===== config.mk =====
export PLATFORM = sky130hd
export DESIGN_NAME = ext_mem_read_pipe
export DESIGN_NICKNAME = d
export VERILOG_FILES = /design/src/ext_mem_pkg.sv /design/src/ext_mem_read_pipe.sv
export SDC_FILE = /design/constraint.sdc
export NUM_CORES = 1
export LEC_CHECK = 0
export BUFFER_PORTS_ARGS = -buffer_cell sky130_fd_sc_hd__buf_4
export CAP_MARGIN = 20
export CORE_ASPECT_RATIO = 0.7
export CORE_MARGIN = 2
export CORE_UTILIZATION = 30
export CTS_BUF_LIST = sky130_fd_sc_hd__clkbuf_4 sky130_fd_sc_hd__clkbuf_8
export DETAILED_ROUTE_END_ITERATION = 7
export PLACE_DENSITY = 0.49
export SETUP_SLACK_MARGIN = 0.1
export SYNTH_ARGS = -nofsm -noshare
export SYNTH_HDL_FRONTEND = slang
export SYNTH_SLANG_ARGS = --single-unit

===== constraint.sdc =====
create_clock -name clk -period 7.4 [get_ports clk]
set_clock_uncertainty 0.1 [all_clocks]
set_input_delay 1.48 -clock clk [delete_from_list [all_inputs] [get_ports clk]]
set_output_delay 1.48 -clock clk [all_outputs]
set_load 0.02 [all_outputs]

===== src/ext_mem_pkg.sv =====
// memory geometry, read latency, pin polarities and the bus-operation opcode
`default_nettype none

package ext_mem_pkg;

   // ----------------------------------------
   // geometry
   // ----------------------------------------

   // byte address as seen on the bus
   localparam int MEM_ADDR_W = 10;

   // four byte lanes of eight bits each
   localparam int MEM_NUM_LANES = 4;
   localparam int MEM_LANE_W = 8;

   // full word width, one lane per byte
   localparam int MEM_DATA_W = MEM_NUM_LANES * MEM_LANE_W;

   // low address bits select a byte inside the word
   localparam int MEM_LANE_SEL_W = 2;

   // what is left of the address picks the word
   localparam int MEM_WORD_ADDR_W = MEM_ADDR_W - MEM_LANE_SEL_W;

   // depth of each lane array
   localparam int MEM_NUM_WORDS = 2 ** MEM_WORD_ADDR_W;

   // ----------------------------------------
   // timing
   // ----------------------------------------

   // rising edges from an accepted read to valid data
   // one edge in the lane array, the rest in the read pipeline
   localparam int MEM_READ_LATENCY = 3;

   // ----------------------------------------
   // pin polarity
   // ----------------------------------------

   // chip select is the only active-low pin on this part
   localparam bit MEM_CS_ACTIVE_LOW = 1'b1;
   localparam bit MEM_RD_ACTIVE_LOW = 1'b0;
   localparam bit MEM_WR_ACTIVE_LOW = 1'b0;
   localparam bit MEM_BE_ACTIVE_LOW = 1'b0;
   localparam bit MEM_OE_ACTIVE_LOW = 1'b0;

   // ----------------------------------------
   // bus operation
   // ----------------------------------------

   // one operation per cycle, write wins over read
   typedef enum logic [1:0] {
      OP_IDLE,
      OP_READ,
      OP_WRITE
   } bus_op_t;

endpackage

`default_nettype wire

===== src/ext_mem_read_pipe.sv =====
// read pipeline: latency shift register, byte masking and valid generation
`timescale 1ns/1ps
`default_nettype none

module ext_mem_read_pipe (
   input  wire logic                                 clk,
   input  wire logic                                 internal_reset,
   input  wire logic [ext_mem_pkg::MEM_DATA_W-1:0]   lane_rd_data,
   input  wire logic                                 rd_drive,
   input  wire logic [ext_mem_pkg::MEM_NUM_LANES-1:0] lane_be,
   output logic      [ext_mem_pkg::MEM_DATA_W-1:0]   rd_data,
   output logic                                      rd_valid
);

   import ext_mem_pkg::*;

   // flag and enables held for the one edge the lanes take
   logic                     drive_q;
   logic [MEM_NUM_LANES-1:0] be_q;

   // remaining latency stages, index 0 is the first after the lanes
   logic [MEM_DATA_W-1:0]    data_pipe  [MEM_READ_LATENCY-1];
   logic                     drive_pipe [MEM_READ_LATENCY-1];
   logic [MEM_NUM_LANES-1:0] be_pipe    [MEM_READ_LATENCY-1];

   // byte enables expanded to one bit per data bit
   logic [MEM_DATA_W-1:0]    data_mask;

   // ----------------------------------------
   // alignment with the lane registers
   // ----------------------------------------

   always_ff @(posedge clk or posedge internal_reset) begin
      if (internal_reset) begin
         drive_q <= 1'b0;
         be_q    <= '0;
      end else begin
         drive_q <= rd_drive;
         be_q    <= lane_be;
      end
   end

   // ----------------------------------------
   // latency shift register
   // ----------------------------------------

   // data, drive flag and enables move together every cycle
   // an idle cycle pushes a cleared flag, which is what keeps valid low
   always_ff @(posedge clk or posedge internal_reset) begin
      if (internal_reset) begin
         for (int i = 0; i < MEM_READ_LATENCY - 1; i++) begin
            data_pipe[i]  <= '0;
            drive_pipe[i] <= 1'b0;
            be_pipe[i]    <= '0;
         end
      end else begin
         data_pipe[0]  <= lane_rd_data;
         drive_pipe[0] <= drive_q;
         be_pipe[0]    <= be_q;
         for (int i = 1; i < MEM_READ_LATENCY - 1; i++) begin
            data_pipe[i]  <= data_pipe[i-1];
            drive_pipe[i] <= drive_pipe[i-1];
            be_pipe[i]    <= be_pipe[i-1];
         end
      end
   end

   // ----------------------------------------
   // output masking
   // ----------------------------------------

   // widen each enable bit over its lane
   always_comb begin
      for (int l = 0; l < MEM_NUM_LANES; l++) begin
         data_mask[l*MEM_LANE_W +: MEM_LANE_W] = {MEM_LANE_W{be_pipe[MEM_READ_LATENCY-2][l]}};
      end
   end

   // disabled lanes read as zero, the whole word is zero without the flag
   assign rd_valid = drive_pipe[MEM_READ_LATENCY-2];
   assign rd_data  = rd_valid ? (data_pipe[MEM_READ_LATENCY-2] & data_mask) : '0;

   // ----------------------------------------
   // checks
   // ----------------------------------------

   // a driven read comes out after the full latency, lane edge included
   a_read_latency: assert property (
      @(posedge clk) disable iff (internal_reset)
      rd_drive |-> ##MEM_READ_LATENCY rd_valid
   ) else $error("driven read did not reach the output after the read latency");

endmodule

`default_nettype wire


**After elaboration in Yosys (flattened, before gate mapping)**

Cells that the tools add are included.

- Register bits after elaboration: 79
- Input port bits: 39
- Output and inout port bits: 33
- Word-level logic and storage cells: 10

- Multiplexer cells: 1
- Bitwise operators: 1

Operators by type and width:

| operator | number |
|---|---|
| 32-bit bitwise AND | 1 |
| 32-bit two-way mux | 1 |

**Logic depth before layout (Yosys ltp)**

Gate-level depths: netlist of run 1.

- Depth after elaboration: 2
- Mapped depth: 2
- Gate-level depth less buffers: 1

**Worst setup path before layout of run 1**

No wires, ideal clock.

- Path type: reg-to-output
- Start: register drive_pipe (netlist bit rd_valid)
- End: output port rd_data[10] (netlist bit)
- Arrival: 930 ps
- Data required time: 5,820 ps
- Slack: 4,890 ps
- Cell stages (with the launch flop): 3
- Buffers on the path: 1
- Path through: dfrtp_1 buf_2 and3_1

- Longest elaborated chain between the ends: 1

RTL lines:

| what | line | text |
|---|---|---|
| start, declared | ext_mem_read_pipe.sv:23 | `logic drive_pipe [MEM_READ_LATENCY-1];` |
| start signal, assigned by index | ext_mem_read_pipe.sv:62 | `drive_pipe[i] <= drive_pipe[i-1];` |
| 32-bit two-way mux | ext_mem_read_pipe.sv:81 | `assign rd_data = rd_valid ? (data_pipe[MEM_READ_LATENCY-2] & data_mask) : '0;` |
| end, declared | ext_mem_read_pipe.sv:11 | `output logic [ext_mem_pkg::MEM_DATA_W-1:0] rd_data,` |

No other way between the ends.

**Worst setup path in the final report of run 1**

- Start: register drive_pipe (netlist bit rd_valid)
- End: output port rd_data[17] (netlist bit)

Same word-level chain as after synthesis.

==> impl_metrics.toml, run 1 <==
[pwr]
powerDensity_mw_per_mm2 = 280
peakVddDrop_v = 0.000108
p_total_mw = 0.866
p_leak_nw = 1.58

[final_layout]
fin_util_pct = 42.8
stdcell_count = 298
final_nets = 234
area_growth_pct = 39.7
drive_gt1_share_pct = 50.5
diodes = 0
postLayoutCellArea_mm2 = 0.00309

[synthesis]
synth_most_common_cell = "dfrtp_1"
yosys.area_share.simple_pct = 9.73
synth_commonest_cells = "dfrtp_1 (79), and3_1 (20), and3_2 (12)"
synth.avg_cell_area_um2 = 19.2
netlist_instances = 115
synthTopCellsByArea = "dfrtp_1 (89%), and3_1 (5.7%), and3_2 (4.1%)"
synth_top_area_share_pct = 89.4
synthArstFlopShare_pct = 100
synthFlopType = "dfrtp_1"
syn_nets = 154
ys_types = 6
synthAdderAreaFrac_pct = 0
netlist_area_mm2 = 0.00221
synth_xor_area_share_pct = 0
ys_warn_count = 0
synth_seq_area_share_pct = 89.4
synth_top_family_by_area = "simple AND/OR/NAND/NOR gates"
synth_compound_area_share_pct = 0
synthMuxAreaShare_pct = 0
yosysTopAreaCell = "dfrtp_1"
ys_ff_latch = 79
synth-edff-count = 0

[worst_setup_path]
crit_type = "reg2out"
end_kind = "output pin"
rr_startpoint = "data_pipe[37]$_DFF_PP0_"
critPathMaxFanout = 33
cp.arrival_ns = 1.66
slowest_delay_ns = 0.85
worstPathCellList = "and3_1, buf_4"
crit_start = "rd_valid$_DFF_PP0_"
r2r_slack_ns = 6.81
cp.required_ns = 5.82
endpoint = "rd_data[17]"
r2r-end = "data_pipe[5]$_DFF_PP0_"
startpoint_type = "register"
rr_worst_depth = 0
slowest_stage = "dfrtp_1"

[timing]
hold_viol_final = 0
fmax_mhz = 308
setup_slack_ns = 4.16
timing.hold.ws_ns = 0.248
setup_tns_ns = 0
fin_crit_sh_pct = 43.8
slew_violations = 0
setup_viol = 0
relSlewSlack_pct = 37.3
worst-slew-pin-transition_ns = 0.940
rsz0062_at_grt = "no"
fin_crit_ns = 3.24

[clocking]
cts_max_path_buffers = 2
hold_buffers = 0
cts_setup_buffers = 0
cts_buffers = 9
cts.clk_slew.worst_paths_ns = 0.08
cts_root_buf = "clkbuf_8"
htreeDepth = 3
cts_resized = 0
clkSinkCount = 79
clk_latency_ns = 0.34
cts_tree = "yes"

[drt]
vias = 1160
drtAntennaViolNets = 0
drc_errors = 0
routed_wl_um = 3950
first_iter_violations = 30
post_drt_via_cell_ratio = 3.89
drt_pass1_iterations = 3
wl_per_cell_um = 13.2

[placement]
place_inst = 282
dp_slack_ns = 4.50
placed_area_mm2 = 0.00286
io_buffers = 71
place_congestion = 0.722
hpwl_um = 2670

[min_path]
hp-class = "reg2reg"

[global_routing]
antenna_found_initial = 0
first_global_vias = 1281
grt_max_degree = 80
grt_overflow = 0
track_usage_pct = 10.6
grt_pass1_wl_um = 6160

[run]
maxCapViolCount = 0

[status]
outcome = "finished, final reports clean"

[die]
core-area_mm2 = 0.00722
pin_count = 72
start_util_pct = 30.6
die_y_um = 75.8
rows = 26
die_w_um = 107
dieArea_mm2 = 0.00808
==> layout make-up <==
class                   instances  area (µm²)
well taps                      98         123
flip-flops and latches         79        1980
inverters                       1        5.00
fillers                       677        4130
clock inverters                 6        91.3
clock buffers                  10         138
multi-input cells              32         215
repair buffers                 72         541
==> worst min-delay path by stage <==
| stage | from | endpoint | slack [ns] | cells past startpoint |
|---|---|---|---|---|
| 2_1_floorplan | be_pipe[4]$_DFF_PP0_ | be_pipe[0]$_DFF_PP0_ | 0.23 | 0 |
| 3_3_place_gp | be_q[0]$_DFF_PP0_ | be_pipe[4]$_DFF_PP0_ | 0.23 | 0 |
| 3_5_place_dp | data_pipe[50]$_DFF_PP0_ | data_pipe[18]$_DFF_PP0_ | 0.23 | 0 |
| 4_1_cts | data_pipe[34]$_DFF_PP0_ | data_pipe[2]$_DFF_PP0_ | 0.25 | 0 |
| 5_1_grt | data_pipe[33]$_DFF_PP0_ | data_pipe[1]$_DFF_PP0_ | 0.26 | 0 |
| 6_report | data_pipe[34]$_DFF_PP0_ | data_pipe[2]$_DFF_PP0_ | 0.25 | 0 |
==> critical path, delay by kind of cell (launching register included) <==
kind          cells  cell delay (ns)
flops             1             0.85
buf+inv           1             0.16
simple gates      1             0.31
==> cell usage in the layout (no fill, tap or decap) <==
master	count
and3_1	20
and3_2	12
buf_4	72
bufinv_16	2
clkbuf_8	10
clkinv_2	2
clkinv_4	1
dfrtp_1	79
inv_6	2
==> flip-flops by register name, indices dropped and copies added, names as in the netlist <==
| register | count |
|---|---|
| be_pipe | 8 |
| be_q | 4 |
| data_pipe | 64 |
| drive_pipe | 1 |
| drive_q | 1 |
| rd_valid | 1 |
==> kinds of logic after synthesis <==
family / after synthesis
buffers and inverters: 4
flip-flops: 79
AND/OR/NAND/NOR: 32
==> where the power goes <==
group,internal [mW],total [mW],switching [mW]
clock,0.201,0.354,0.153
combinational,0.0253,0.0498,0.0245
sequential,0.453,0.461,0.00861
total,0.680,0.866,0.186
==> layer usage <==
| metal | share of wire [%] | GRT usage [%] |
|---|---|---|
| met1 | 45 | 13.3 |
| met2 | 45 | 15.4 |
| met3 | 8.3 | 5.65 |
| met4 | 1.6 | 4.76 |
| met5 | 0 | 0 |
Power figures use the tool's default switching activity.
==> run 2: changes to the inputs <==
clock period = 3.1 ns   (was 7.4 ns; I/O delays follow)
==> run 2 against run 1 <==
- die area stayed put
- final area is 1.2% higher
- flip-flop and latch count stayed put
- worst hold slack lost 0.0010 ns
- sequential share of layout area is 0.77 points lower
- routed wire length grew 1.1%
- critical path depth stayed put
- register-to-register slack lost 4.3 ns
- non-clock buffer count is the same
- count of clock-buffer cells in the layout is the same
- utilization rose by 0.52 points
- critical endpoint unchanged
==> impl_metrics.toml, run 2 (same netlist as run 1, synthesis figures left out) <==
[worst_setup_path]
worstPathCellList = "and3_1, buf_4"
crit_type = "reg2out"
rr_startpoint = "data_pipe[50]$_DFF_PP0_"
cp.required_ns = 2.38
end_kind = "output pin"
critPathMaxFanout = 33
r2r_slack_ns = 2.51
startpoint_type = "register"
slowest_stage = "dfrtp_1"
slowest_delay_ns = 0.84
cp.arrival_ns = 1.65
rr_worst_depth = 0
r2r-end = "data_pipe[18]$_DFF_PP0_"

[clocking]
cts_setup_buffers = 0
clk_latency_ns = 0.34
cts_tree = "yes"
cts_resized = 0
cts_buffers = 9
cts_root_buf = "clkbuf_8"
htreeDepth = 3
clkSinkCount = 79
cts_max_path_buffers = 2
hold_buffers = 0
cts.clk_slew.worst_paths_ns = 0.07

[pwr]
peakVddDrop_v = 0.000243
clockPowerShare_pct = 42.9
power_frac_comb_pct = 5.7
netSwitchingPower_mw = 0.438
share_seq_of_total_power_pct = 51.4
powerDensity_mw_per_mm2 = 686
p_leak_nw = 1.59
swShare_pct = 20.4
p_int_mw = 1.71

[final_layout]
drive_gt1_share_pct = 50.5
final_cell_mix = "dfrtp_1 (79), buf_4 (71), and3_1 (20)"
regMostFlops = "data_pipe"
mostFrequentLayoutCell = "dfrtp_1"
final_nets = 234
largest_reg_flops = 64
area_growth_pct = 41.4
fin_util_pct = 43.3
reg.largest.list = "data_pipe: 64 flops, be_pipe: 8 flops, be_q: 4 flops"
fill_cells = 697
diodes = 0

[min_path]
whs_path_depth = 0
hold_end = "be_pipe[1]$_DFF_PP0_"
min-delay-start = "be_pipe[5]$_DFF_PP0_"
hp-class = "reg2reg"

[drt]
wl_met2_um = 1860
wl_per_cell_um = 13.4
first_iter_violations = 47
drtAntennaViolNets = 0
drt_pass1_iterations = 4
vias = 1174
drt-met1-wl_um = 1720
top_layer_used = "met4"
drc_errors = 0
routed_wl_um = 3990
post_drt_via_cell_ratio = 3.94
dr_wl_met3_um = 369

[global_routing]
grt_max_degree = 80
grt_pass1_wl_um = 6470
grt_overflow = 0
antenna_found_initial = 0
track_usage_pct = 11.2
first_global_vias = 1307

[timing]
fin_crit_sh_pct = 76.4
fin_crit_ns = 2.37
slew_violations = 0
hold_viol_final = 0
setup_viol = 0
relSlewSlack_pct = 49.4
worst-slew-pin-transition_ns = 0.758
rsz0062_at_grt = "no"
fmax_mhz = 422
setup_tns_ns = 0

[die]
core-area_mm2 = 0.00722
die_w_um = 107
rows = 26
start_util_pct = 30.6
pin_count = 72
die_y_um = 75.8
dieArea_mm2 = 0.00808

[status]
outcome = "finished, final reports clean"

[run]
maxCapViolCount = 0

[placement]
io_buffers = 71
place_congestion = 0.719
==> run 2: power groups by stage <==
stage	combinational (mW)	sequential (mW)	clock, mW
after detailed placement	0.125	1.12	0
final	0.122	1.10	0.920
after CTS	0.125	1.10	0.959
after global routing	0.133	1.11	1.01
after floorplan	0.0536	1.11	0
after global placement	0.122	1.12	0
==> run 2: worst max-delay path: cells and delay by family, from the launching register on <==
kind / cells / cell delay (ns)
flip-flops: 1 / 0.84
AND/OR/NAND/NOR: 1 / 0.32
buffers and inverters: 1 / 0.16
==> run 2: final cells by class <==
type	instances	area, µm²	area share, %
clock buffer	10	138	4.40
clock inverter	6	116	3.72
inverter	1	5.00	0.160
multi-input combinational	32	215	6.88
sequential	79	1980	63.2
tap	98	123	3.92
timing repair buffer	72	553	17.7
==> run 2: stage by stage <==
step                      hold slack (ns)  power (mW)  std cells  area, µm²  worst slack [ns]
after detailed placement            0.235        1.25        282       2870              1.09
after floorplan                     0.231        1.17        115       2210             0.357
after CTS                           0.250        2.19        298       3130             0.708
final                               0.247        2.14        298       3130             0.733
after global routing                0.249        2.25        298       3130             0.575
after global placement              0.232        1.24        282       2870              1.14
==> run 2: layer usage <==
metal,vias to the layer above,GRT usage (%)
met5,-,0
met4,0,3.90
met3,7,6.33
met2,51,17.3
met1,578,13.4
li1,538,-
==> run 2: worst max path at each step <==
stage               cells past startpoint                    to          startpoint
finish                                  2           rd_data[17]  rd_valid$_DFF_PP0_
global route                            2           rd_data[17]  rd_valid$_DFF_PP0_
CTS                                     2           rd_data[20]  rd_valid$_DFF_PP0_
detailed placement                      2            rd_data[3]  rd_valid$_DFF_PP0_
global placement                        2            rd_data[0]  rd_valid$_DFF_PP0_
floorplan                               1  be_pipe[0]$_DFF_PP0_      internal_reset
